<file path="src/logic/cmPkg.sv">
package cmPkg;

  // Code memory address, word and host data widths
  typedef logic [13:0] cmAddrT;
  typedef logic [23:0] cmWordT;
  typedef logic [15:0] hostWordT;

  // Only 0 to 7 select an overlay bank
  typedef logic [3:0] ovlIdxT;

  // Bit 0 is the base bank, bits 1 to 8 are overlays 0 to 7
  typedef logic [8:0] bankSelT;

  localparam int NUM_OVL = 8;

  typedef enum logic [1:0] {
    LOAD_HIGH = 2'd0,  // Store upper 16 bits of the next word
    WRITE_LOW = 2'd1,  // Commit stored high part with low 8 bits
    READ      = 2'd2   // Fetch full 24-bit word
  } hostOpT;

  typedef struct packed {
    hostOpT   op;
    cmAddrT   addr;
    hostWordT data;
  } hostReqT;

  typedef struct packed {
    cmAddrT addr;
    ovlIdxT ovl;       // Overlay used by this boot transfer
    cmWordT data;
  } bootReqT;

  // One memory cycle as issued by the access controller
  typedef struct packed {
    cmAddrT addr;
    logic   write;
    cmWordT wdata;
  } memCycT;

endpackage

</file>
<file path="src/logic/hostWordAssembler.sv">
`timescale 1ns/1ps

module hostWordAssembler (
  input  logic           DSPCLK,
  input  logic           rstN,
  input  cmPkg::hostReqT hostReq,
  input  logic           asmLoad,
  output cmPkg::cmWordT  hostWord
);
  import cmPkg::*;

  hostWordT highHalf;  // Upper 16 bits held for the next WRITE_LOW

  always_ff @(posedge DSPCLK or negedge rstN)
  begin
    if (!rstN)
      highHalf <= '0;
    else if (asmLoad)
      highHalf <= hostReq.data;
  end

  // Low byte is taken straight from the committing request
  assign hostWord = {highHalf, hostReq.data[7:0]};

endmodule

</file>
<file path="config.mk">
export PLATFORM = sky130hd
export DESIGN_NAME = hostWordAssembler
export DESIGN_NICKNAME = d
export VERILOG_FILES = /design/src/logic/cmPkg.sv /design/src/logic/hostWordAssembler.sv
export SDC_FILE = /design/constraint.sdc
export NUM_CORES = 1
export LEC_CHECK = 0
export BUFFER_PORTS_ARGS = -buffer_cell sky130_fd_sc_hd__buf_4
export CAP_MARGIN = 20
export CORE_MARGIN = 2
export CORE_UTILIZATION = 33
export CTS_BUF_LIST = sky130_fd_sc_hd__clkbuf_8 sky130_fd_sc_hd__clkbuf_16
export CTS_CLUSTER_SIZE = 10
export DETAILED_ROUTE_END_ITERATION = 12
export PLACE_DENSITY = 0.73
export SLEW_MARGIN = 20
export SYNTH_ARGS = -nofsm -noshare
export SYNTH_HDL_FRONTEND = slang
export SYNTH_SLANG_ARGS = --single-unit
</file>
<file path="constraint.sdc">
create_clock -name DSPCLK -period 0.8 [get_ports DSPCLK]
set_input_delay 0.08 -clock DSPCLK [delete_from_list [all_inputs] [get_ports DSPCLK]]
set_output_delay 0.08 -clock DSPCLK [all_outputs]
set_load 0.1 [all_outputs]
</file>
==> results.yml <==
clock_tree:
  cts_sinks: 16
  tritoncts: "built"
  cts.clk_slew.worst_paths_ns: 0.06
  cts_max_level: 1
  postCtsSetupRepairBufs: 0
  clock_path_buffers: 2
  clk_latency_ns: 0.25
  root_buffer: "clkbuf_8"
  cts-buffers-inserted: 3
yosys:
  ys_ff_latch: 16
  ys_warn_count: 0
  syn_nets: 77
  seq_area_frac_synth_pct: 56.4
  syn_area_um2: 709
  synth_area_per_cell_um2: 16.9
  yosysUniqueCellTypes: 6
  syn_inst: 42
global_route:
  grt_pass1_vias: 534
  globalRoute.totalOverflow: 0
  grt_pass1_wl_um: 2540
  track_usage_pct: 14.0
  met3_usage_pct: 4.17
  grt_max_degree: 17
  antenna_found_initial: 0
  grt_util_met2_pct: 26.8
  grt_use_met1_pct: 13.9
  top_usage_layer: "met2"
place:
  placed_cell_area_mm2: 0.00103
  dpl_worst_slack_ns: -0.0567
  dp_hpwl_um: 1060
  place_congestion: 0.576
  io_buffers: 42
worst_setup_path:
  critical_path_required_ns: 0.72
  worstSetupPathType: "reg -> out"
  setup.worst_path.end_class: "primary output"
  rr_endpoint: "highHalf[7]$_DFFE_PN0P_"
  cpPeakStageDelay_ns: 0.50
  crit_slowest_cell: "dfrtp_4"
  reg2reg_depth: 1
  r2r_slack_ns: -0.09
  cp_num_buf_inv: 1
  cp-start-kind: "register"
  crit_arrival_ns: 0.92
  cp_max_fo: 2
  crit_family: "flip-flops"
  crit_chain: "buf_12"
  rr_startpoint: "highHalf[7]$_DFFE_PN0P_"
finish:
  largestRegisters: "highHalf (16)"
  stdcell_area_mm2: 0.00130
  syn2layout_area_growth_pct: 82.7
  fin_nets: 115
  antenna_cells: 0
  largest_register_ffs: 16
  top_register: "highHalf"
  drive_above_1_share_pct: 98.7
sta:
  min_period_over_period_pct: 126
  max_clock_freq_ghz: 0.996
  setup_violations: 32
  final.setup.worst_slack_ns: -0.204
  tightestPinTransition_ns: 0.273
  rsz0062_at_grt: "yes"
  min_period_ns: 1.00
  maxSlewViolCount: 0
  fin_skew_ns: 0
  hold_viol: 0
  relSlewSlack_pct: 81.8
floorplanning:
  start_util_pct: 35.4
  io_pins: 59
  rows: 16
  fp.dieH_um: 50.4
  dieArea_mm2: 0.00254
  core_mm2: 0.00200
  dieWidth_um: 50.4
flow_run:
  max-cap-violations: 0
pwr:
  cellPowerDensity_mw_per_mm2: 2420
  ir_worst_vdd_mv: 1.41
  power.total_mw: 3.14
  p_leak_nw: 0.590
detailed_routing:
  num_vias: 453
  drt-total-wl_um: 1590
  drtIter0Drc: 4
  vias_per_cell: 4.27
  first_pass_iters: 2
  drcViolationCount: 0
  ant_nets: 0
  wl_per_cell_um: 15.0
worst_hold_path:
  holdCritStartpoint: "hostReq[9]"
  worstHoldPathType: "in -> reg"
  min_to: "highHalf[9]$_DFFE_PN0P_"
  whs_path_depth: 2
status:
  status: "complete, but fails checks"
  violations: "setup timing"
==> cell usage after synthesis <==
cell type	count	share of area [%]
dfrtp_1	16	56
buf_4	8	8.5
mux2_4	10	21
buf_6	1	1.6
mux2_2	6	9.5
buf_12	1	2.8
==> metrics by stage <==
| step | std cells | TNS (ns) | utilization, % | hold slack, ns |
|---|---|---|---|---|
| floorplan | 42 | -3.59 | - | -0.216 |
| global placement | 101 | -0.553 | 51.3 | -0.0516 |
| detailed placement | 101 | -0.666 | 51.3 | -0.0494 |
| CTS | 106 | -4.32 | 64.6 | 0.0536 |
| global route | 106 | -4.84 | 64.8 | 0.0543 |
| finish | 106 | -4.29 | 64.8 | 0.0565 |
==> power by group <==
group | switching [mW] | internal [mW] | leakage [nW]
sequential | 0.0963 | 0.944 | 0.172
combinational | 0.885 | 0.502 | 0.389
clock | 0.277 | 0.436 | 0.0288
total | 1.26 | 1.88 | 0.590
==> repair_timing <==
| item | CTS | global route |
|---|---|---|
| gates resized for setup | 48 | 1 |
| endpoints found under the hold margin | 16 | 0 |
| setup endpoints to repair | 32 | 32 |
| hold buffers | 1 | 0 |
==> per-layer routing <==
layer  vias up  part of all wire, %
li1        206                    -
met4         0                 0.88
met1       220                   37
met3         2                  6.2
met2        25                   56
met5         -                    0
==> kinds of logic (layout without fill, tap and decap cells) <==
family | after synthesis | in the layout | share of synthesized area, %
flip-flops | 16 | 16 | 56.4
buffers and inverters | 10 | 47 | 12.9
multiplexers | 16 | 16 | 30.7
==> layout by cell type, fill, tap and decap left out, drive strengths merged <==
cell type and n:
dfrtp 16, mux2 16, buf 42, clkbuf 4, dlygate4sd3 1
==> final cells by class <==
| type | count | area [µm²] |
|---|---|---|
| Clock buffer | 4 | 55.1 |
| Fill cell | 152 | 706 |
| Sequential cell | 16 | 460 |
| Timing Repair Buffer | 43 | 526 |
| Multi-Input combinational cell | 16 | 221 |
| Tap cell | 27 | 33.8 |
==> worst max-delay path by stage <==
stage	cells past startpoint	slack, ns	endpoint	startpoint
global placement	1	-0.04	highHalf[7]$_DFFE_PN0P_	highHalf[7]$_DFFE_PN0P_
detailed placement	1	-0.06	highHalf[8]$_DFFE_PN0P_	highHalf[8]$_DFFE_PN0P_
finish	1	-0.20	hostWord[16]	highHalf[8]$_DFFE_PN0P_
global route	1	-0.23	hostWord[12]	highHalf[4]$_DFFE_PN0P_
floorplan	1	-0.23	highHalf[10]$_DFFE_PN0P_	highHalf[10]$_DFFE_PN0P_
CTS	1	-0.21	hostWord[16]	highHalf[8]$_DFFE_PN0P_
(Power assumes the default switching activity.)
