**src/logic/cmPkg.sv**
```systemverilog
package cmPkg;

  // Code memory address, word and host data widths
  typedef logic [13:0] cmAddrT;
  typedef logic [23:0] cmWordT;
  typedef logic [15:0] hostWordT;

  // Only 0 to 7 select an overlay bank
  typedef logic [3:0] ovlIdxT;

  // Bit 0 is the base bank, bits 1 to 8 are overlays 0 to 7
  typedef logic [8:0] bankSelT;

  localparam int NUM_OVL = 8;

  typedef enum logic [1:0] {
    LOAD_HIGH = 2'd0,  // Store upper 16 bits of the next word
    WRITE_LOW = 2'd1,  // Commit stored high part with low 8 bits
    READ      = 2'd2   // Fetch full 24-bit word
  } hostOpT;

  typedef struct packed {
    hostOpT   op;
    cmAddrT   addr;
    hostWordT data;
  } hostReqT;

  typedef struct packed {
    cmAddrT addr;
    ovlIdxT ovl;       // Overlay used by this boot transfer
    cmWordT data;
  } bootReqT;

  // One memory cycle as issued by the access controller
  typedef struct packed {
    cmAddrT addr;
    logic   write;
    cmWordT wdata;
  } memCycT;

endpackage

```
**src/logic/bankDecode.sv**
```systemverilog
`timescale 1ns/1ps

module bankDecode #(
  parameter int OVL_AW = 12
) (
  input  logic           DSPCLK,
  input  logic           rstN,
  input  cmPkg::cmAddrT  addr,
  input  cmPkg::ovlIdxT  activeOvl,
  input  logic           pmBoundarySel,
  input  logic           memGo,
  output cmPkg::bankSelT bankSel,
  output cmPkg::bankSelT bankOe,
  output logic [12:0]    bankOffset
);
  import cmPkg::*;

  logic baseRgn;
  logic ovlRgn;

  // pmBoundarySel high selects the 4K split
  assign baseRgn = pmBoundarySel ? (addr[13:12] == 2'b00) : (addr[13] == 1'b0);
  assign ovlRgn  = pmBoundarySel ? (addr[13:12] == 2'b01) : (addr[13:12] == 2'b10);

  always_comb
  begin
    bankSel    = '0;
    bankSel[0] = baseRgn && memGo;
    // Index 8 and above leaves every overlay select low
    for (int i = 0; i < NUM_OVL; i++)
      bankSel[i + 1] = ovlRgn && memGo && (activeOvl == ovlIdxT'(i));
  end

  // Read enables follow the selects by one cycle
  always_ff @(posedge DSPCLK or negedge rstN)
  begin
    if (!rstN)
      bankOe <= '0;
    else
      bankOe <= bankSel;
  end

  always_comb
  begin
    if (ovlRgn)
      bankOffset = 13'(addr[OVL_AW-1:0]);
    else if (pmBoundarySel)
      bankOffset = {1'b0, addr[11:0]};   // 4K base bank
    else
      bankOffset = addr[12:0];           // 8K base bank
  end

endmodule

```
**config.mk**
```make
export PLATFORM = sky130hd
export DESIGN_NAME = bankDecode
export DESIGN_NICKNAME = d
export VERILOG_FILES = /design/src/logic/cmPkg.sv /design/src/logic/bankDecode.sv
export SDC_FILE = /design/constraint.sdc
export NUM_CORES = 1
export LEC_CHECK = 0
export BUFFER_PORTS_ARGS = -buffer_cell sky130_fd_sc_hd__buf_2
export CAP_MARGIN = 20
export CORE_MARGIN = 5
export CORE_UTILIZATION = 33
export CTS_CLUSTER_SIZE = 28
export DETAILED_ROUTE_END_ITERATION = 6
export HOLD_SLACK_MARGIN = 0.15
export PLACE_DENSITY = 0.81
export SYNTH_ARGS = -nofsm -noshare
export SYNTH_HDL_FRONTEND = slang
export SYNTH_SLANG_ARGS = --single-unit
```
**constraint.sdc**
```tcl
create_clock -name DSPCLK -period 1.6 [get_ports DSPCLK]
set_input_delay 0.16 -clock DSPCLK [delete_from_list [all_inputs] [get_ports DSPCLK]]
set_output_delay 0.16 -clock DSPCLK [all_outputs]
set_load 0.1 [all_outputs]
```
==> impl_metrics.py <==
metrics = {
    "run_status": {
        "status": "finished, final reports clean",
    },
    "floorplanning": {
        "io_pins": 53,
        "dieArea_mm2": 0.00218,
        "die_w_um": 46.7,
        "coreArea_mm2": 0.00128,
        "initial_core_util_pct": 34.6,
        "chipHeight_um": 46.7,
        "core.rowCount": 13,
    },
    "synth": {
        "avgSynthCellArea_um2": 11.1,
        "synth_most_common_cell": "buf_4",
        "synth.area.top_cells": "dfrtp_1 (51%), buf_4 (20%), nor4_1 (5.6%), nor3_1 (4.5%), or3b_1 (3.9%)",
        "synthFlopType": "dfrtp_1",
        "synth_cell_types": 13,
        "netlist_instances": 40,
        "synth-edff-count": 0,
        "yosys.area.top_type": "dfrtp_1",
        "syn-cell-area_um2": 444,
        "syn_nets": 63,
        "yosysWarningCount": 0,
        "ys_seq_area_share_pct": 50.7,
        "synth_top_area_share_pct": 50.7,
        "ys_async_sr_fraction_pct": 100,
        "synth_seq_cells": 9,
        "synth_common_cells": "buf_4 (12), dfrtp_1 (9), nor3_1 (4), nor4_1 (4)",
    },
    "clock_network": {
        "cts.path.max_buffers": 2,
        "ctsHtreeMaxLevel": 1,
        "cts.sink_count": 9,
        "cts_tree": "yes",
        "clkSlewWorstSetupHoldPaths_ps": 60,
        "cts_buffers": 3,
        "cts_root_buf": "clkbuf_4",
    },
    "finish": {
        "regMostFlops": "bankOe",
        "largest_reg_flops": 9,
        "fin_cells": 79,
        "area_growth_pct": 100,
        "regArea_um2": 225,
        "nets": 88,
        "n_antenna_cell": 0,
        "multi_input_area_um2": 284,
        "reg_top3": "bankOe (9)",
        "layout-drive-gt1-share_pct": 76.6,
        "fill_cells": 91,
        "final_util_pct": 69.1,
        "finalInstanceArea_um2": 888,
    },
    "worst_setup_path": {
        "cp_max_fo": 8,
        "path_depth": 5,
        "cp_cell_sequence": "clkbuf_4 > buf_6 > xnor2_4 > nor4_4 > buf_12",
        "startpoint_type": "primary input",
        "crit_start": "pmBoundarySel",
        "cp_top_family": "buffers and inverters",
        "required_ps": 1440,
        "crit_path_end_kind": "output port",
        "worst_path_max_delay_cell": "nor4_4",
        "worst-path-buf-inv": 3,
        "worstSetupPathType": "primary input to output port",
        "setup.worst_path.end": "bankSel[1]",
        "critPathArrivalTime_ps": 1350,
        "max_stage_delay_ps": 430,
    },
    "timing": {
        "slew_viol_final": 0,
        "worst_slew_pin_slew_ps": 588,
        "setup_ws_ps": 85.2,
        "holdWs_ps": 163,
        "fin_tns_setup_ps": 0,
        "timing.final.crit_share_pct": 94.7,
        "rsz0062_at_grt": "no",
        "period_needed_ps": 1510,
        "max_slew_margin_pct": 60.8,
        "max_freq_mhz": 660,
        "setup_viol": 0,
        "finalHoldViolCount": 0,
    },
    "hold_path": {
        "hp-class": "primary input to register",
    },
    "detailed_routing": {
        "first_pass_iters": 4,
        "drt-initial-drc-count": 2,
        "routed_wl_um": 1260,
        "wire_per_inst_um": 15.9,
        "drt-vias-per-instance": 4.85,
        "drc": 0,
        "vias": 383,
        "ant_nets": 0,
    },
    "grt": {
        "gr-usage-met3_pct": 3.91,
        "grtUsageMet2_pct": 23.4,
        "grt_pass1_vias": 410,
        "grt_usage_pct": 13.5,
        "grtUsageMet1_pct": 12.6,
        "antenna_found_initial": 0,
        "grt_overflow_total": 0,
        "busiest_layer": "met2",
        "grt_pass1_wl_um": 1900,
        "grt_max_degree": 10,
    },
    "power": {
        "p_leak_nw": 0.412,
        "vdd_drop_max_uv": 365,
        "power_mw": 0.578,
        "cellPowerDensity_mw_per_mm2": 650,
    },
    "placed_design": {
        "placed_cell_area_um2": 838,
        "gp_congestion": 0.667,
        "place_inst": 73,
        "port_buffers": 28,
        "pre_cts_slack_ps": 68.8,
    },
    "job": {
        "drv_cap": 0,
    },
}
layout by cell type, fill, tap and decap left out:
cell	count
nor4_4	4
dfrtp_1	9
clkbuf_1	1
buf_2	18
inv_12	1
dlygate4sd3_1	1
buf_4	2
nand2_8	1
xnor2_4	1
buf_12	9
or3b_4	2
nand3b_1	1
ha_4	1
clkbuf_4	4
nand3_1	1
inv_1	1
a211oi_4	1
buf_6	1
or3_1	1
nor3_4	4
routing by layer:
layer,share of wire (%),vias up
met5,0,-
met4,3.0,0
met3,14,9
met2,53,29
met1,30,167
li1,-,178
layout make-up:
cell class / instances / share of cell area (%)
timing repair buffer: 32 / 35.4
multi-input combinational: 17 / 32.0
sequential: 9 / 25.4
clock buffer: 4 / 2.96
inverter: 2 / 2.25
tap: 15 / 2.11
worst min-delay path by stage:
stage	to	start	slack (ps)	depth (start not counted)
floorplan	bankOe[0]$_DFF_PN0_	rstN	-140	0
global placement	bankOe[7]$_DFF_PN0_	rstN	8	1
detailed placement	bankOe[7]$_DFF_PN0_	rstN	10	1
CTS	bankOe[0]$_DFF_PN0_	addr[12]	170	2
global route	bankOe[0]$_DFF_PN0_	addr[12]	160	2
finish	bankOe[0]$_DFF_PN0_	addr[12]	160	2
what timing repair did:
item / CTS / global route
hold buffers: 1 / 0
endpoints found under the hold margin: 9 / 0
endpoints found under the setup margin: 0 / 1
buffers inserted: 0 / 1
gates resized for setup: 0 / 2
where the power goes:
part	total [mW]	internal (mW)	leakage [nW]	switching, mW
registers	0.231	0.230	0.125	0.000582
clock network	0.168	0.0956	0.0150	0.0722
logic	0.179	0.0553	0.272	0.124
total	0.578	0.381	0.412	0.196
cells by family (layout without fill, tap and decap cells):
kind of cell | Yosys count | count (layout) | share of synthesized area [%]
flip-flops | 9 | 9 | 50.7
AO/OA/AOI/OAI | 1 | 1 | 1.69
buffers and inverters | 14 | 38 | 22.0
adder cells (fa/ha/maj) | 1 | 1 | 2.82
AND/OR/NAND/NOR | 14 | 14 | 19.2
XOR/XNOR | 1 | 1 | 3.66
Power figures use the tool's default switching activity.
