$ cat src/logic/cmPkg.sv
package cmPkg;

  // Code memory address, word and host data widths
  typedef logic [13:0] cmAddrT;
  typedef logic [23:0] cmWordT;
  typedef logic [15:0] hostWordT;

  // Only 0 to 7 select an overlay bank
  typedef logic [3:0] ovlIdxT;

  // Bit 0 is the base bank, bits 1 to 8 are overlays 0 to 7
  typedef logic [8:0] bankSelT;

  localparam int NUM_OVL = 8;

  typedef enum logic [1:0] {
    LOAD_HIGH = 2'd0,  // Store upper 16 bits of the next word
    WRITE_LOW = 2'd1,  // Commit stored high part with low 8 bits
    READ      = 2'd2   // Fetch full 24-bit word
  } hostOpT;

  typedef struct packed {
    hostOpT   op;
    cmAddrT   addr;
    hostWordT data;
  } hostReqT;

  typedef struct packed {
    cmAddrT addr;
    ovlIdxT ovl;       // Overlay used by this boot transfer
    cmWordT data;
  } bootReqT;

  // One memory cycle as issued by the access controller
  typedef struct packed {
    cmAddrT addr;
    logic   write;
    cmWordT wdata;
  } memCycT;

endpackage

$ cat src/logic/overlaySelect.sv
`timescale 1ns/1ps

module overlaySelect (
  input  logic          DSPCLK,
  input  logic          rstN,
  input  cmPkg::ovlIdxT coreOvl,
  input  cmPkg::ovlIdxT bootOvl,
  input  logic          bootGrant,
  output cmPkg::ovlIdxT activeOvl
);
  import cmPkg::*;

  ovlIdxT bootOvlHeld;

  // Tracks the request until the grant edge, then freezes for the boot cycle
  always_ff @(posedge DSPCLK or negedge rstN)
  begin
    if (!rstN)
      bootOvlHeld <= '0;
    else if (!bootGrant)
      bootOvlHeld <= bootOvl;
  end

  assign activeOvl = bootGrant ? bootOvlHeld : coreOvl;  // Core register outside boot

endmodule

$ cat config.mk
export PLATFORM = sky130hd
export DESIGN_NAME = overlaySelect
export DESIGN_NICKNAME = d
export VERILOG_FILES = /design/src/logic/cmPkg.sv /design/src/logic/overlaySelect.sv
export SDC_FILE = /design/constraint.sdc
export NUM_CORES = 1
export LEC_CHECK = 0
export BUFFER_PORTS_ARGS = -buffer_cell sky130_fd_sc_hd__buf_2
export CAP_MARGIN = 20
export CORE_AREA = 2 2 39 41
export CTS_CLUSTER_SIZE = 40
export DETAILED_ROUTE_END_ITERATION = 6
export DIE_AREA = 0 0 41 43
export GPL_ROUTABILITY_DRIVEN = 0
export SLEW_MARGIN = 20
export SYNTH_ARGS = -nofsm -noshare
export SYNTH_HDL_FRONTEND = slang
export SYNTH_SLANG_ARGS = --single-unit
export TNS_END_PERCENT = 100
$ cat constraint.sdc
create_clock -name DSPCLK -period 1.15 [get_ports DSPCLK]
set_input_delay 0.0575 -clock DSPCLK [delete_from_list [all_inputs] [get_ports DSPCLK]]
set_output_delay 0.0575 -clock DSPCLK [all_outputs]
set_load 0.005 [all_outputs]
==> results of run 1 <==
[placed cells by master (no fill, tap or decap), drive strengths merged]
| cell | count |
|---|---|
| buf | 14 |
| mux2 | 8 |
| dfrtp | 4 |
| clkbuf | 3 |
| dlygate4sd3 | 1 |
[metal layers]
metal  GRT usage (%)  share of wire, %
met1            7.21                46
met2            6.88                28
met4            10.0               6.6
met3            4.71                19
met5               0                 0
[cell usage after synthesis, drive strengths merged]
cell type	count
dfrtp	4
buf	1
mux2	8
[power by group through the flow]
| stage | sequential (µW) | clock [µW] | combinational (µW) |
|---|---|---|---|
| 2_1_floorplan | 163 | 0 | 58.9 |
| 3_3_place_gp | 166 | 0 | 89.1 |
| 3_5_place_dp | 167 | 0 | 89.1 |
| 4_1_cts | 165 | 181 | 91.9 |
| 5_1_grt | 167 | 188 | 101 |
| 6_report | 164 | 172 | 90.3 |
[kinds of logic after synthesis]
family / count (synthesis)
mux: 8
buf+inv: 1
flops: 4
[area by class of cell]
type / count / area, µm²
Fill cell: 155 / 1040
Sequential cell: 4 / 100
Clock buffer: 3 / 22.5
Timing Repair Buffer: 15 / 80.1
Tap cell: 16 / 20.0
Multi-Input combinational cell: 8 / 120
[metrics by stage]
step	power, µW	setup slack, ns
finish	426	0.102
global route	455	0.0525
CTS	438	0.0872
detailed placement	256	0.337
global placement	255	0.340
floorplan	222	0.432
[worst max-delay path by stage]
stage	startpoint	end	cells past startpoint
after CTS	bootOvlHeld[0]	activeOvl[0]	2
after floorplan	bootOvlHeld[0]	bootOvlHeld[0]	1
final	bootOvlHeld[0]	activeOvl[0]	2
after global routing	bootOvlHeld[1]	activeOvl[1]	2
after global placement	bootOvlHeld[0]	activeOvl[0]	2
after detailed placement	bootGrant	activeOvl[0]	3
==> results by group, run 1 <==
Timing
  • Peak Freq: 954 MHz
  • Minimum clock period: 1.05 ns
  • Endpoints failing setup: 0
  • Final max-slew violation count: 0
  • RSZ-0062 raised after global routing: no
  • Period utilization: 91.1%
  • Slew @ Worst Pin: 0.250 ns
  • Layout Skew: 0 ns
  • Final hold vios: 0
  • Hold_ws: 0.0516 ns
  • Max_slew headroom: 83.4%
  • Final TNS setup: 0 ns

Global route
  • First-pass GRT wire length: 655 µm
  • Remaining Overflow, GRT: 0
  • Vias in the first global route: 174
  • Largest net degree at the start of global routing: 9
  • Overall routing resource usage: 6.87%
  • Initial antenna violation count: 0

Critical path
  • R2R depth: 1
  • Crit-path cells: mux2_4 -> buf_2
  • Critical Path Slowest Stage Cell: dfrtp_1
  • CP Launch Type: flip-flop
  • CP top delay family: flip-flops
  • WP buf/inv: 1
  • Max Fanout on Critical Path: 2
  • FF-to-FF End: bootOvlHeld[0]
  • R2R setup slack: 0.40 ns
  • RR Startpoint: bootOvlHeld[0]
  • CP Class: flip-flop to output pin
  • Critical Path End Type: output pin
  • Data arrival time of the critical path: 0.99 ns
  • Critical Path RT: 1.09 ns
  • Crit-path max cell delay: 0.38 ns

Place
  • Cell Area, Placed: 310 µm²
  • IO Port Bufs: 14
  • Placed insts: 42

Clock tree
  • CTS tree: yes
  • CTS Sinks: 4
  • CTS Hold Bufs: 1
  • Setup Fix Bufs, Post-CTS: 0
  • H-tree depth: 1
  • Root buf cell: clkbuf_4
  • Clk_lat worst skew: 0.23 ns
  • CTS resizes: 0
  • CTS clock-pin slew for the worst setup and hold paths: 0.04 ns
  • CTS Buf Count: 3
  • Deepest clock path buffer count: 2

Cells and area
  • ANT cells: 0
  • Fin util: 24.8%
  • Largest register FFs: 4
  • Reg with most FFs: bootOvlHeld
  • Final Instance Area: 343 µm²
  • Fin nets: 43
  • Post-Layout Cell Count: 46
  • Layout cells sized above 1: 83.3%
  • Area Growth Syn to Fin: 48.1%
  • Largest regs: bootOvlHeld: 4 flops

Min path
  • Hold_sp: bootOvl[3]
  • Hold depth: 2
  • WHS Endpoint: bootOvlHeld[3]
  • Worst hold-check path type: primary input to flip-flop

Synth
  • Post-synthesis net count: 24
  • #FFs+latches synth: 4
  • Post-synth top area share: 51.9%
  • Top cell type by total area after synthesis: mux2_4
  • Mux cell area share after synthesis: 51.9%
  • Main combinational cell family by area after synthesis: multiplexers
  • Adder-cell share of the synthesized area: 0%
  • Xor/xnor share of the synthesized area: 0%
  • Mean post-synth cell area: 17.8 µm²
  • Synthesized area: 231 µm²
  • Yosys cell types: 3
  • Yosys Warn Count: 0
  • Top cells by area, synth: mux2_4, dfrtp_1, buf_6
  • Post-Synth Simple-Gate Area: 0%
  • Syn Inst Count: 13
  • Seq/Total Area, Yosys: 43.2%
  • Compound-Gate Fraction of Synth Area: 0%

Floorplan
  • Top-Level Pins: 15
  • Core area: 1380 µm²
  • Die area: 1760 µm²
  • # rows: 14
  • Width of the chip: 41 µm
  • Initial Util: 16.7%
  • Die Ht: 43 µm

Drt
  • Iteration-0 DRC Markers: 1
  • Vias per inst: 3.72
  • Routed wire length: 456 µm
  • Final antenna-violating net count: 0
  • DR vias: 171
  • Drc violations: 0
  • DR WL/cell: 9.91 µm
  • DR pass1 iterations: 2

Power and ir drop
  • Clk pwr share: 40.3%
  • Switch Pwr: 89.2 µW
  • Logic pwr share: 21.2%
  • VDD IR max: 0.340 mV
  • Power Dens Cells: 1240 nW/µm²
  • Sw frac: 20.9%
  • Pleak: 0.000186 µW
  • Int Pwr: 337 µW
  • Flop pwr share: 38.5%

Job
  • Max-cap viol count: 0

Outcome
  • Outcome: finished clean
(Power assumes the default switching activity.)
==> run 2, diff against run 1 <==
Settings changed: HOLD_SLACK_MARGIN from default to 0.08, MAX_ROUTING_LAYER from default to met4.
==> results by group, run 2 (same netlist as run 1, synthesis figures left out) <==
Outcome
  • Outcome: finished clean

Critical path
  • Critical Path Slowest Stage Cell: dfrtp_1
  • Max Fanout on Critical Path: 2 (unchanged)
  • Critical Path RT: 1.09 ns (about the same)
  • WP buf/inv: 1 (unchanged)
  • Data arrival time of the critical path: 0.99 ns (about the same)
  • CP top delay family: flip-flops
  • CP Launch Type: flip-flop
  • Critical Path End Type: output pin
  • Crit-path max cell delay: 0.38 ns (about the same)
  • Crit-path cells: mux2_4 -> buf_2
  • CP Class: flip-flop to output pin

Cells and area
  • Reg with most FFs: bootOvlHeld
  • Layout cells sized above 1: 73.5% (-9.8 points)
  • Fin util: 27.7% (+2.9 points)
  • Commonest non-fill, non-tap cell in the layout: buf_2
  • Largest register FFs: 4 (unchanged)
  • Fill cells: 152 (-1.9%)
  • Commonest cells after routing, fill and taps aside: buf_2, mux2_4, dlygate4sd3_1, dfrtp_1, clkbuf_4
  • Largest regs: bootOvlHeld: 4 flops
  • Fin nets: 47 (+9.3%)
  • Area Growth Syn to Fin: 65.4%
  • ANT cells: 0 (unchanged)

Drt
  • Drc violations: 0 (unchanged)
  • DR vias: 183 (+7.0%)
  • Met2 wire length: 133 µm (+3.1%)
  • DR pass1 iterations: 2 (unchanged)
  • Final antenna-violating net count: 0 (unchanged)
  • Vias per inst: 3.66 (-1.5%)
  • DR WL/cell: 9.30 µm (-6.2%)
  • Top Metal Used: met4
  • Metal-1 WL: 216 µm (+3.3%)
  • Iteration-0 DRC Markers: 1 (unchanged)
  • Routed wire length: 465 µm (+2.0%)
  • WL met3: 84 µm (-2.3%)

Timing
  • Slew @ Worst Pin: 0.250 ns (-0.0000499 ns)
  • Endpoints failing setup: 0 (unchanged)
  • Final max-slew violation count: 0 (unchanged)
  • Period utilization: 91.1% (about the same)
  • Max_slew headroom: 83.4% (about the same)
  • Layout Skew: 0 ns (unchanged)
  • Final hold vios: 0 (unchanged)
  • Peak Freq: 954 MHz (about the same)
  • RSZ-0062 raised after global routing: no
  • Minimum clock period: 1.05 ns (+0.00000400 ns)
  • Final TNS setup: 0 ns (unchanged)

Power and ir drop
  • Power Dens Cells: 1140 nW/µm² (-8.3%)
  • Pleak: 0.000202 µW (+9.0%)
  • VDD IR max: 0.341 mV (+0.21%)

Place
  • IO Port Bufs: 14 (unchanged)

Floorplan
  • Die Ht: 43 µm (unchanged)
  • Initial Util: 16.7% (unchanged)
  • Width of the chip: 41 µm (unchanged)
  • Die area: 1760 µm² (unchanged)
  • Top-Level Pins: 15 (unchanged)
  • Core area: 1380 µm² (unchanged)
  • # rows: 14 (unchanged)

Min path
  • Worst hold-check path type: primary input to async pin

Clock tree
  • CTS Buf Count: 3 (unchanged)
  • CTS tree: yes
  • CTS Sinks: 4 (unchanged)
  • H-tree depth: 1 (unchanged)
  • Root buf cell: clkbuf_4
  • Deepest clock path buffer count: 2 (unchanged)
  • Clk_lat worst skew: 0.23 ns (about the same)
  • Setup Fix Bufs, Post-CTS: 0 (unchanged)
  • CTS clock-pin slew for the worst setup and hold paths: 0.04 ns (about the same)

Job
  • Max-cap viol count: 0 (unchanged)

Global route
  • Initial antenna violation count: 0 (unchanged)
  • Largest net degree at the start of global routing: 9 (unchanged)
  • Vias in the first global route: 180 (+3.4%)
  • Overall routing resource usage: 7.14% (+0.27 points)
  • First-pass GRT wire length: 676 µm (+3.2%)
  • Remaining Overflow, GRT: 0 (unchanged)
[run 2: cell types whose count changed in the layout (fill, tap and decap cells not counted), sizes merged]
cell	change
dlygate4sd3	+4
[run 2: metrics by stage]
stage	cells	power, µW	setup slack [ns]	instance area [µm²]	hold WS (ns)
3_3_place_gp	42	255	0.340	310	-0.132
6_report	50	436	0.102	383	0.163
2_1_floorplan	13	222	0.432	231	-0.238
5_1_grt	50	466	0.0525	383	0.178
4_1_cts	50	448	0.0872	383	0.161
3_5_place_dp	42	256	0.337	310	-0.137
[run 2: routing by layer]
layer	up-vias	global-route usage, %
met4	0	10.0
li1	88	-
met2	17	7.50
met1	74	6.89
met3	4	4.71
met5	-	-
[run 2: final cells by class]
cell class                      count  area (µm²)  area share (%)
Clock buffer                        3        22.5            5.88
Timing Repair Buffer               19         120            31.4
Multi-Input combinational cell      8         120            31.4
Sequential cell                     4         100            26.1
Tap cell                           16        20.0            5.23
[run 2: path summary, 6_finish.rpt]
| check | endpoint | cells past startpoint | slack, ns | startpoint |
|---|---|---|---|---|
| hold / removal | bootOvlHeld[3] | 2 | 0.16 | rstN |
| hold reg to reg | bootOvlHeld[2] | 1 | 0.51 | bootOvlHeld[2] |
| max in group asynchronous | bootOvlHeld[2] | 2 | 0.87 | rstN |
| setup reg to reg | bootOvlHeld[0] | 1 | 0.40 | bootOvlHeld[0] |
| min in group DSPCLK | bootOvlHeld[3] | 2 | 0.26 | bootGrant |
| setup / recovery | activeOvl[0] | 2 | 0.10 | bootOvlHeld[0] |
[run 2: what timing repair did]
item / CTS / global route
resized for setup: 0 / 0
endpoints found under the hold margin: 8 / 0
hold buffers: 5 / 0
[run 2: power by group]
| part | internal [µW] | switching [µW] | leakage [µW] |
|---|---|---|---|
| Sequential | 156 | 8.45 | 0.0000468 |
| Clock | 117 | 55.1 | 0.0000138 |
| Combinational | 73.4 | 27.1 | 0.000142 |
==> run 3, diff against run 2 <==
Clock period 1.15 ns to 1.2 ns, I/O delays scaled along.
==> results by group, run 3 (same netlist as run 1, synthesis figures left out) <==
Outcome
  • Outcome: finished clean

Timing
  • Final worst slack: 0.149 ns (+0.0464 ns)
  • Final hold vios: 0 (unchanged)
  • Peak Freq: 951 MHz
  • Final TNS setup: 0 ns (unchanged)
  • Max_slew headroom: 82.6% (-0.78 points)
  • RSZ-0062 raised after global routing: no
  • Final max-slew violation count: 0 (unchanged)
  • Endpoints failing setup: 0 (unchanged)
  • Slew @ Worst Pin: 0.261 ns (+0.0118 ns)
  • Layout Skew: 0 ns (unchanged)
  • Period utilization: 87.6%
  • Minimum clock period: 1.05 ns
  • Hold_ws: 0.177 ns (+0.0147 ns)

Clock tree
  • Clk_lat worst skew: 0.23 ns (about the same)
  • CTS Buf Count: 3 (unchanged)
  • H-tree depth: 1 (unchanged)
  • CTS resizes: 0 (unchanged)
  • CTS clock-pin slew for the worst setup and hold paths: 0.04 ns (about the same)
  • Deepest clock path buffer count: 2 (unchanged)
  • CTS Sinks: 4 (unchanged)
  • Setup Fix Bufs, Post-CTS: 0 (unchanged)
  • Root buf cell: clkbuf_4
  • CTS tree: yes
  • CTS Hold Bufs: 5 (unchanged)

Global route
  • Remaining Overflow, GRT: 0 (unchanged)
  • First-pass GRT wire length: 745 µm (+10%)
  • Largest net degree at the start of global routing: 9 (unchanged)
  • Vias in the first global route: 196 (+8.9%)
  • Initial antenna violation count: 0 (unchanged)
  • Overall routing resource usage: 7.33% (+0.19 points)

Critical path
  • Critical Path Slowest Stage Cell: dfrtp_1
  • CP Launch Type: flip-flop
  • Data arrival time of the critical path: 0.99 ns (about the same)
  • WP buf/inv: 1 (unchanged)
  • CP top delay family: flip-flops
  • CP Class: flip-flop to output pin
  • Critical Path RT: 1.14 ns (+0.05 ns)
  • Crit-path cells: mux2_4 -> buf_2
  • Critical Path End Type: output pin
  • Crit-path max cell delay: 0.38 ns (about the same)
  • Max Fanout on Critical Path: 2 (unchanged)

Job
  • Max-cap viol count: 0 (unchanged)

Cells and area
  • Largest regs: bootOvlHeld: 4 flops
  • Fin util: 27.7% (unchanged)
  • Reg with most FFs: bootOvlHeld
  • Largest register FFs: 4 (unchanged)
  • Layout cells sized above 1: 73.5% (unchanged)
  • Fin nets: 47 (unchanged)
  • ANT cells: 0 (unchanged)
  • Area Growth Syn to Fin: 65.4% (unchanged)
  • Post-Layout Cell Count: 50 (unchanged)
  • Fill cells: 150 (-1.3%)
  • Commonest cells after routing, fill and taps aside: buf_2, mux2_4, dlygate4sd3_1, dfrtp_1, clkbuf_4
  • Commonest non-fill, non-tap cell in the layout: buf_2

Power and ir drop
  • Clk pwr share: 38.8% (-0.5 points)
  • Switch Pwr: 86.3 µW (-4.7%)
  • VDD IR max: 0.319 mV (-6.6%)
  • Pleak: 0.000202 µW (unchanged)
  • Flop pwr share: 37.7% (about the same)
  • Sw frac: 20.7% (-0.092 points)
  • Int Pwr: 331 µW (-4.2%)
  • Logic pwr share: 23.5% (+0.5 points)
  • Power Dens Cells: 1090 nW/µm² (-4.3%)

Drt
  • Iteration-0 DRC Markers: 0 (-1)
  • Met2 wire length: 155 µm (+17%)
  • Vias per inst: 3.50 (-4.4%)
  • Routed wire length: 496 µm (+6.7%)
  • DR pass1 iterations: 1 (-1)
  • DR vias: 175 (-4.4%)
  • DR WL/cell: 9.92 µm (+6.7%)
  • Drc violations: 0 (unchanged)
  • Final antenna-violating net count: 0 (unchanged)
  • WL met3: 70 µm (-17%)
  • Metal-1 WL: 269 µm (+25%)
  • Top Metal Used: met3

Floorplan
  • # rows: 14 (unchanged)
  • Top-Level Pins: 15 (unchanged)
  • Die area: 1760 µm² (unchanged)
  • Die Ht: 43 µm (unchanged)
  • Initial Util: 16.7% (unchanged)
  • Core area: 1380 µm² (unchanged)
  • Width of the chip: 41 µm (unchanged)

Min path
  • Worst hold-check path type: primary input to async pin

Place
  • IO Port Bufs: 14 (unchanged)
  • Pre-CTS setup slack: 0.392 ns (+0.0558 ns)
  • Placed insts: 42 (unchanged)
==> run 3: worst paths after layout <==
check / slack (ns) / endpoint / cells past startpoint / from
setup / recovery: 0.15 / activeOvl[3] / 2 / bootOvlHeld[3]
hold / removal: 0.18 / bootOvlHeld[3] / 2 / rstN
setup reg to reg: 0.45 / bootOvlHeld[3] / 1 / bootOvlHeld[3]
hold reg to reg: 0.51 / bootOvlHeld[0] / 1 / bootOvlHeld[0]
max in group asynchronous: 0.90 / bootOvlHeld[0] / 2 / rstN
min in group DSPCLK: 0.27 / bootOvlHeld[2] / 2 / bootGrant
==> run 3: final cells by class <==
| class | instances | area [µm²] | area share [%] |
|---|---|---|---|
| well taps | 16 | 20.0 | 5.23 |
| flip-flops and latches | 4 | 100 | 26.1 |
| clock buffers | 3 | 22.5 | 5.88 |
| multi-input cells | 8 | 120 | 31.4 |
| repair buffers | 19 | 120 | 31.4 |
==> run 3: through the flow <==
stage	instance area (µm²)	power [µW]
detailed placement	310	246
global route	383	444
global placement	310	245
finish	383	418
CTS	383	426
floorplan	231	213
==> run 3: metal layers <==
metal	up-vias	track usage, %
li1	89	-
met1	71	9.12
met2	15	7.81
met3	0	4.71
met4	0	6.00
met5	-	-
==> run 3: power by group through the flow <==
stage               combinational (µW)  clock, µW  sequential [µW]
finish                            98.2        162              157
CTS                               99.4        169              157
floorplan                         56.5          0              156
global route                       108        178              159
detailed placement                86.9          0              159
global placement                  85.2          0              159
