File: src/logic/cmPkg.sv
package cmPkg;

  // Code memory address, word and host data widths
  typedef logic [13:0] cmAddrT;
  typedef logic [23:0] cmWordT;
  typedef logic [15:0] hostWordT;

  // Only 0 to 7 select an overlay bank
  typedef logic [3:0] ovlIdxT;

  // Bit 0 is the base bank, bits 1 to 8 are overlays 0 to 7
  typedef logic [8:0] bankSelT;

  localparam int NUM_OVL = 8;

  typedef enum logic [1:0] {
    LOAD_HIGH = 2'd0,  // Store upper 16 bits of the next word
    WRITE_LOW = 2'd1,  // Commit stored high part with low 8 bits
    READ      = 2'd2   // Fetch full 24-bit word
  } hostOpT;

  typedef struct packed {
    hostOpT   op;
    cmAddrT   addr;
    hostWordT data;
  } hostReqT;

  typedef struct packed {
    cmAddrT addr;
    ovlIdxT ovl;       // Overlay used by this boot transfer
    cmWordT data;
  } bootReqT;

  // One memory cycle as issued by the access controller
  typedef struct packed {
    cmAddrT addr;
    logic   write;
    cmWordT wdata;
  } memCycT;

endpackage

File: src/logic/cmAccessCtrl.sv
`timescale 1ns/1ps

module cmAccessCtrl (
  input  logic           DSPCLK,
  input  logic           rstN,
  input  cmPkg::hostReqT hostReq,
  input  logic           hostReqValid,
  input  cmPkg::bootReqT bootReq,
  input  logic           bootReqValid,
  input  cmPkg::cmWordT  hostWord,
  input  cmPkg::cmWordT  rdata,
  output logic           hostAck,
  output logic           bootAck,
  output cmPkg::cmWordT  hostRdata,
  output cmPkg::memCycT  memCyc,
  output logic           memGo,
  output logic           bootGrant,
  output logic           asmLoad
);
  import cmPkg::*;

  typedef enum logic [2:0] {
    IDLE,
    ISSUE,
    READWAIT,
    CAPTURE,
    ACKHOLD,
    RELEASE
  } ctrlStateT;

  ctrlStateT state;
  ctrlStateT stateNxt;
  logic      grantValid;
  logic      hostLoad;
  logic      hostRead;

  assign grantValid = bootGrant ? bootReqValid : hostReqValid;  // Valid of the granted port
  assign hostLoad   = !bootGrant && (hostReq.op == LOAD_HIGH);
  assign hostRead   = !bootGrant && (hostReq.op == READ);

  always_comb
  begin
    stateNxt = state;
    case (state)
      IDLE:
        if (bootReqValid || hostReqValid)
          stateNxt = ISSUE;
      ISSUE:
        stateNxt = hostRead ? READWAIT : ACKHOLD;
      READWAIT:
        stateNxt = CAPTURE;      // Bank output enable active here
      CAPTURE:
        stateNxt = ACKHOLD;      // Memory read data valid here
      ACKHOLD:
        if (!grantValid)
          stateNxt = RELEASE;
      RELEASE:
        stateNxt = IDLE;
      default:
        stateNxt = IDLE;
    endcase
  end

  always_ff @(posedge DSPCLK or negedge rstN)
  begin
    if (!rstN)
    begin
      state     <= IDLE;
      bootGrant <= 1'b0;
    end
    else
    begin
      state <= stateNxt;
      if (state == IDLE)
        bootGrant <= bootReqValid;  // Boot wins when both are pending
      else if (state == RELEASE)
        bootGrant <= 1'b0;
    end
  end

  // Memory cycle from the granted requester
  always_comb
  begin
    if (bootGrant)
    begin
      memCyc.addr  = bootReq.addr;
      memCyc.write = 1'b1;           // Boot only writes
      memCyc.wdata = bootReq.data;
    end
    else
    begin
      memCyc.addr  = hostReq.addr;
      memCyc.write = (hostReq.op == WRITE_LOW);
      memCyc.wdata = hostWord;
    end
  end

  assign memGo   = (state == ISSUE) && !hostLoad;  // LOAD_HIGH never touches memory
  assign asmLoad = (state == ISSUE) && hostLoad;
  assign hostAck = (state == ACKHOLD) && !bootGrant;
  assign bootAck = (state == ACKHOLD) && bootGrant;

  always_ff @(posedge DSPCLK)
  begin
    if (state == CAPTURE)
      hostRdata <= rdata;
  end

endmodule

File: config.mk
export PLATFORM = sky130hd
export DESIGN_NAME = cmAccessCtrl
export DESIGN_NICKNAME = d
export VERILOG_FILES = /design/src/logic/cmPkg.sv /design/src/logic/cmAccessCtrl.sv
export SDC_FILE = /design/constraint.sdc
export NUM_CORES = 1
export LEC_CHECK = 0
export BUFFER_PORTS_ARGS = -buffer_cell sky130_fd_sc_hd__buf_2
export CAP_MARGIN = 20
export CORE_ASPECT_RATIO = 0.8
export CORE_MARGIN = 3
export CORE_UTILIZATION = 28
export DETAILED_ROUTE_END_ITERATION = 10
export PLACE_DENSITY = 0.83
export SLEW_MARGIN = 30
export SYNTH_ARGS = -nofsm -noshare
export SYNTH_HDL_FRONTEND = slang
export SYNTH_SLANG_ARGS = --single-unit
File: constraint.sdc
create_clock -name DSPCLK -period 1.6 [get_ports DSPCLK]
set_input_delay 0.32 -clock DSPCLK [delete_from_list [all_inputs] [get_ports DSPCLK]]
set_output_delay 0.32 -clock DSPCLK [all_outputs]
set_load 0.05 [all_outputs]
==> metrics.cfg, run 1 <==
[pwr]
leakage_nw=1.490
p_per_area_nw_per_um2=1652
vdd_ir_drop_max_uv=1038

[routing]
dr_total_vias=1588
drtIter0Drc=77
post_drt_wl_per_cell_microns=17.99
drt-pass1-iter-count=4
wl_microns=6242
vias_per_cell=4.576
ant_nets=0
drc=0

[floorplanning]
start_util=0.3036
dieArea_sq_um=6132
fp.dieW_microns=86.81
die_h_microns=70.65
ios=194
core_sq_um=4817
rows=22

[worst_setup_path]
start_kind=flip-flop
critical_path.max_fanout=11
max_stage_delay_ns=0.42
path_buf_inv=3
crit_path_cell_trace=buf_6, buf_12, mux2_2, buf_6
crit_type=flip-flop to primary output
endpoint_kind=primary output
crit_required_ns=1.28
critPathMostFrequentCell=buf_6
cp_data_arrival_time_ns=1.49
crit_path_top_delay_cell=dfrtp_2
crit_family=buffers and inverters

[layout]
n_antenna_cell=0
n_fill_cell=374
multi_input_area_sq_um=684.4
register_area_sq_um=824.5
nNetsFinal=414
layout_common_cells=buf_2 (129), buf_6 (41), edfxtp_1 (24)
post_route_cells_drive_above_1_share=0.8397
layout.cells.non_filler=347
syn_to_final_growth_pct=111.4
final_common_cell=buf_2

[clock_tree]
cts_max_path_buffers=2
cts_made_buffers=3
cts_sinks=28
cts.clk_slew.worst_paths_ns=0.09
cts-root-buf=clkbuf_8
cts_tree=yes
htreeDepth=1
insertion_delay_ns=0.26

[synthesis]
ys_seq_elements=28
netlist_area_sq_um=1463
synth_top_area_frac=0.4927
ys_types=22
postSynthAreaPerCell_sq_um=14.77
synth_fp_nets=225
syn_inst=99
ys_top_cells_by_area=edfxtp_1 (49%), mux2_2 (29%), dfrtp_1 (6.8%), buf_6 (2.3%), nor2_1 (1.3%)
yosysTopAreaCell=edfxtp_1
yosysWarnings=0
yosysSeqAreaShare=0.5612

[timing]
finClkSkew_ns=0.007229
hold_viol_final=0
setup_violations=42
layout_setup_ws_ns=-0.2059
fin_crit_sh=1.129
drv_slew=0
relSlewSlack=0.8228
worst_pin_slew_ns=0.2677
grt_setup_unrepaired=true
fmax_mhz=553.7
finalSetupTns_ns=-7.571
period_needed_ns=1.806

[placed_design]
place_congestion=0.7611
dpl.cell_count=331
port_buffers=173
place_hpwl_microns=4492

[hold_path]
hold_class=input port to flip-flop

[global_routing]
grtUsageTotal=0.1807
grt_pass1_vias=1685
antenna_found_initial=0
overflow=0
grt_start_max_net_pins=25
grt_first_pass_wirelength_microns=8590

[run_status]
failed_checks=negative setup slack
outcome=complete, but fails checks

[flow_run]
max_cap_violations=0

## worst paths after layout
| path | start | to | slack, ns | cells after the start |
|---|---|---|---|---|
| max | bootGrant | memCyc[20] | -0.21 | 4 |
| min | rdata[6] | hostRdata[6] | 0.22 | 1 |
| max reg2reg | state[2] | hostRdata[13] | 0.25 | 4 |
| min reg2reg | state[0] | state[0] | 0.52 | 1 |
| max in group asynchronous | rstN | bootGrant | 1.06 | 2 |
| min in group asynchronous | rstN | state[0] | 0.40 | 2 |
## power breakdown
part	switching, W	internal (W)	total (W)
logic	0.00205	0.00169	0.00374
registers	0.0000687	0.000885	0.000954
clock network	0.000195	0.000219	0.000414
## what timing repair did
| item | CTS | global route |
|---|---|---|
| cloned | 3 | 2 |
| setup buffers | 4 | 2 |
| endpoints found under the setup margin | 43 | 44 |
| resized for setup | 99 | 10 |
| pin swaps | 1 | 1 |
| endpoints found under the hold margin | 4 | 0 |
| hold buffers | 1 | 0 |
## logic make-up (layout without fill, tap and decap cells)
logic type	Yosys count	count (layout)	share of synthesized area
AND/OR/NAND/NOR	16	16	0.06673
buffers and inverters	8	196	0.03849
multiplexers	38	38	0.2926
AO/OA/AOI/OAI	9	9	0.04106
flip-flops	28	28	0.5612
## metal layers
metal  vias to the layer above  track usage  wire length (microns)
met3                         6      0.02794                    333
li1                        754            -                      -
met4                         0      0.03979                     73
met2                        67       0.3732                   3773
met5                         -            0                      0
met1                       761       0.1851                   2061
## registers in the layout, indices dropped and copies added, names as in the netlist
register / flops
hostRdata: 24
state: 3
bootGrant: 1
## through the flow
step                setup WS [ns]  hold slack [ns]  cell area, sq um  power [W]  utilization
finish                    -0.2059           0.2228              3092   0.005107       0.6418
global route              -0.2473           0.2159              3092   0.005290       0.6418
CTS                       -0.1868           0.2178              2990   0.004880       0.6208
detailed placement        0.02896           0.1337              2497   0.003632       0.5184
global placement          0.04061           0.1293              2497   0.003593       0.5184
floorplan                 -0.1267          0.02441              1543   0.003075            -
## cell usage after synthesis
cell type  number
dfrtp_1         4
nor2_1          5
nor3_1          2
nand2b_1        2
o21ai_0         1
buf_2           3
nor3b_2         1
nand2_1         1
edfxtp_1       24
nand4b_1        1
a22oi_1         1
a21o_1          1
a21oi_1         2
nor2b_1         1
and3_1          1
buf_6           3
nor4_2          1
o21ai_1         3
inv_1           2
and2_1          1
mux2_2         38
a221oi_2        1
## final cells by class
class,instances,share of cell area
clock buffer,4,0.01781
inverter,2,0.002428
multi-input combinational,63,0.2214
sequential,28,0.2667
tap,60,0.02428
timing repair buffer,190,0.4674
Power figures use the tool's default switching activity.
==> run 2, diff against run 1 <==
==> constraint.sdc (replaced) <==
create_clock -name DSPCLK -period 1.6 [get_ports DSPCLK]
set_input_delay 0.08 -clock DSPCLK [delete_from_list [all_inputs] [get_ports DSPCLK]]
set_output_delay 0.08 -clock DSPCLK [all_outputs]
set_load 0.05 [all_outputs]
==> run 2 against run 1 <==
Flip-flop and latch count stayed put. Critical path type unchanged. First-iteration DRC count fell by 55%. Highest routed layer unchanged. Clock skew is 0.0053 ns lower. The flow now finishes without violations. Sequential power rose by 2.7%.
==> metrics.cfg, run 2 (same netlist as run 1, synthesis figures left out) <==
[floorplanning]
dieArea_sq_um=6132
rows=22
start_util=0.3036
die_h_microns=70.65
ios=194
fp.dieW_microns=86.81
core_sq_um=4817

[worst_setup_path]
cp_data_arrival_time_ns=1.51
crit_required_ns=1.52
crit_type=flip-flop to primary output
endpoint_kind=primary output
critical_path.max_fanout=48
start_kind=flip-flop

[pwr]
leakage_nw=1.320
vdd_ir_drop_max_uv=1257
p_per_area_nw_per_um2=1439

[clock_tree]
cts_max_path_buffers=2
cts.clk_slew.worst_paths_ns=0.09
cts-root-buf=clkbuf_8
insertion_delay_ns=0.26
cts_made_buffers=3
cts_sinks=28
cts_tree=yes
htreeDepth=1

[timing]
worst_pin_slew_ns=0.3206
period_needed_ns=1.593
finalSetupTns_ns=0
finClkSkew_ns=0.001951
layout_setup_ws_ns=0.007165
relSlewSlack=0.7846
fin_crit_sh=0.9955
grt_setup_unrepaired=true
fmax_mhz=627.8
hold_viol_final=0
setup_violations=0
drv_slew=0

[layout]
layout_common_cells=buf_2 (161), mux2_2 (38), dlygate4sd3_1 (25)
reg.largest.list=hostRdata: 24 flops, state: 3 flops, bootGrant: 1 flops
nNetsFinal=424
n_antenna_cell=0
largest_reg_flops=24
fin_area_sq_um=2738
regMostFlops=hostRdata
final_common_cell=buf_2
post_route_cells_drive_above_1_share=0.7475
syn_to_final_growth_pct=87.17

[global_routing]
antenna_found_initial=0
grt_start_max_net_pins=49
grt_pass1_vias=1647
grtUsageTotal=0.1612
grt_first_pass_wirelength_microns=7748
overflow=0

[routing]
drc=0
post_drt_wl_per_cell_microns=14.90
vias_per_cell=4.546
dr_total_vias=1623
drtIter0Drc=35
ant_nets=0
drt-pass1-iter-count=4
wl_microns=5319

[placed_design]
place_congestion=0.7564
place_hpwl_microns=4121
postPlaceCellArea_sq_um=2407
pre_cts_slack_ns=0.2576
port_buffers=173

[run_status]
outcome=completed

[hold_path]
hold_class=input port to flip-flop

[flow_run]
max_cap_violations=0

==> run 2: final timing paths <==
| check | start | endpoint | slack, ns | cells after the start |
|---|---|---|---|---|
| setup / recovery | bootGrant | memCyc[18] | 0.007 | 3 |
| hold / removal | hostReq[31] | state[1] | 0.11 | 3 |
| setup reg to reg | state[0] | hostRdata[0] | 0.25 | 3 |
| hold reg to reg | state[0] | state[0] | 0.57 | 1 |
| max in group asynchronous | rstN | bootGrant | 1.30 | 2 |
| min in group asynchronous | rstN | state[1] | 0.17 | 2 |
==> run 2: final cells by class <==
cell class | instances | area [sq um]
repair buffers | 200 | 1190
clock buffers | 4 | 45.04
well taps | 60 | 75.07
multi-input cells | 63 | 596.8
fillers | 412 | 2079
flip-flops and latches | 28 | 823.3
inverters | 2 | 7.507
==> run 2: through the flow <==
step	hold slack, ns	power [W]	std cells	util
detailed placement	-0.1140	0.003483	328	0.4997
finish	0.1077	0.003939	357	0.5683
global placement	-0.1156	0.003447	328	0.4997
floorplan	-0.2156	0.002969	99	-
global route	0.09905	0.004110	357	0.5683
CTS	0.1002	0.003963	357	0.5673
==> run 2: timing repair <==
item | 4_1_cts | 5_1_grt
setup endpoints to repair | 12 | 40
endpoints found under the hold margin | 28 | 0
gates resized for setup | 12 | 2
setup buffers | 0 | 0
hold buffers | 25 | 0
==> run 2: critical path: stages, from the launching register on <==
cell and delay [ns]:
dfrtp_2 0.40, buf_12 0.24, mux2_2 0.37, buf_2 0.21
==> run 2: power breakdown <==
group / leakage (nW) / switching [W] / internal (W)
logic: 1.03 / 0.00174 / 0.000849
registers: 0.264 / 0.0000974 / 0.000883
clock network: 0.0228 / 0.000196 / 0.000178
total: 1.32 / 0.00203 / 0.00191
==> run 2: layer usage <==
| metal | vias to the layer above | GRT usage | share of wire |
|---|---|---|---|
| li1 | 772 | - | - |
| met1 | 742 | 0.1572 | 0.33 |
| met2 | 101 | 0.3370 | 0.58 |
| met3 | 8 | 0.02561 | 0.082 |
| met4 | 0 | 0.04498 | 0.014 |
| met5 | - | 0 | 0 |
==> run 3, diff against run 2 <==
Settings changed: BUFFER_PORTS_ARGS -buffer_cell sky130_fd_sc_hd__buf_2 to not set, CORE_AREA set to 3 3 73 75, CORE_ASPECT_RATIO 0.8 to not set, CORE_MARGIN 3 to not set, CORE_UTILIZATION 28 to not set, DIE_AREA set to 0 0 76 78, DONT_BUFFER_PORTS set to 1, PLACE_DENSITY 0.83 to 0.52.
==> run 3 against run 2 <==
Utilization down 15 points. First-iteration DRC count grew 29%. Flip-flop and latch count unchanged. Critical endpoint is now memCyc[12]. Sequential share of layout area rose by 12 points. Register-to-register slack better by 0.03 ns. Global-route usage down 4.0 points. Critical path depth shrank 1. Clock skew down 0.0010 ns. Power down 4.5%. Via count down 38%. Combinational power down 18%. Clock power rose by 43%.
==> metrics.cfg, run 3 (same netlist as run 1, synthesis figures left out) <==
[run_status]
outcome=completed

[timing]
layout_setup_ws_ns=0.01671
period_needed_ns=1.583
grt_setup_unrepaired=true
fin_crit_sh=0.9896
finClkSkew_ns=0.0009472
drv_slew=0
hold_viol_final=0
worst_pin_slew_ns=0.4855
finalSetupTns_ns=0
fmax_mhz=631.6
relSlewSlack=0.6770
setup_violations=0

[routing]
ant_nets=0
drc=0
post_drt_wl_per_cell_microns=20.85
drt-pass1-iter-count=4
wl_microns=4129
dr_total_vias=1014
vias_per_cell=5.121
drtIter0Drc=45

[global_routing]
grt_pass1_vias=1042
grt_start_max_net_pins=47
grtUsageTotal=0.1207
grt_first_pass_wirelength_microns=5616
overflow=0
antenna_found_initial=0

[layout]
post_route_cells_drive_above_1_share=0.4122
layout_common_cells=mux2_2 (37), dlygate4sd3_1 (27), edfxtp_1 (24)
syn_to_final_growth_pct=34.73
final_util=0.4172
nNetsFinal=258
n_antenna_cell=0
reg.largest.list=hostRdata: 24 flops, state: 3 flops, bootGrant: 1 flops
final_common_cell=mux2_2
regMostFlops=hostRdata
largest_reg_flops=24

[clock_tree]
cts_made_buffers=3
cts-root-buf=clkbuf_8
htreeDepth=1
post_cts_buffers=0
cts_tree=yes
cts.clk_slew.worst_paths_ns=0.09
cts_sinks=28
cts_max_path_buffers=2
insertion_delay_ns=0.26

[worst_setup_path]
start_kind=flip-flop
crit_type=flip-flop to primary output
critical_path.max_fanout=46
reg2reg_setup_slack_ns=0.28
reg2regPathDepth=3
regToRegStartpoint=state[0]
crit_path_top_delay_cell=mux2_2
crit_required_ns=1.52
max_stage_delay_ns=0.51
cp_data_arrival_time_ns=1.50
endpoint_kind=primary output
critPathCapture=memCyc[12]
reg2reg_to=hostRdata[18]
startpoint=bootGrant
crit_path_cell_trace=buf_12, mux2_2

[pwr]
switching_share=0.5124
seqPwrFrac=0.291
p_clk_frac=0.142
p_per_area_nw_per_um2=1909
combPwrFrac=0.567
leakage_nw=0.6858
vdd_ir_drop_max_uv=1046
netSwitchingPower_w=0.001928
p_int_w=0.001835

[floorplanning]
dieArea_sq_um=5928
rows=25
fp.dieW_microns=76
start_util=0.3097
core_sq_um=4723
die_h_microns=78
ios=194

[placed_design]
place_congestion=0.6869
port_buffers=0
pre_cts_slack_ns=0.3004
place_hpwl_microns=3205

[flow_run]
max_cap_violations=0

[hold_path]
hold_class=input port to flip-flop

## run 3: layout make-up
cell class	count	area, sq um
clock inverters	1	30.03
flip-flops and latches	28	822.0
fillers	436	2753
clock buffers	3	41.29
well taps	67	83.83
repair buffers	34	385.4
multi-input cells	63	600.6
inverters	2	7.507
## run 3: critical path: cells and delay by family, from the launching register on
| kind | cells | cell delay [ns] |
|---|---|---|
| buffers and inverters | 1 | 0.27 |
| flip-flops | 1 | 0.42 |
| multiplexers | 1 | 0.51 |
## run 3: metrics by stage
step,hold WS [ns],power (W),cell area [sq um],cells
after global placement,-0.2154,0.003177,1625,167
after CTS,0.0006481,0.003779,1967,198
final,0.006274,0.003763,1971,198
after floorplan,-0.2156,0.002969,1475,99
after detailed placement,-0.2154,0.003200,1625,167
after global routing,0.02250,0.003905,1971,198
## run 3: how the worst min path moves through the flow
stage,startpoint,endpoint,slack (ns),cells after the start
finish,bootReqValid,bootGrant,0.006,2
global placement,rstN,state[2],-0.22,0
floorplan,rstN,bootGrant,-0.22,0
detailed placement,rstN,state[2],-0.22,0
CTS,bootReqValid,bootGrant,0.0006,2
global route,bootReqValid,bootGrant,0.02,2
## run 3: routing by layer
layer	part of all wire	GRT usage	up-vias
met5	0	0	-
met4	0.0046	0.01630	0
met3	0.093	0.03712	2
met2	0.56	0.2385	100
met1	0.34	0.1281	475
li1	-	-	437
## run 3: power by group through the flow
stage	logic, W	registers (W)	clock network (W)
finish	0.00213	0.00109	0.000534
global route	0.00222	0.00111	0.000574
CTS	0.00215	0.00109	0.000538
detailed placement	0.00209	0.00111	0
global placement	0.00207	0.00111	0
floorplan	0.00187	0.00110	0
## run 3: repair_timing
item | 4_1_cts | 5_1_grt
gates resized for setup | 0 | 1
endpoints found under the hold margin | 30 | 0
endpoints found under the setup margin | 0 | 39
hold buffers | 27 | 0
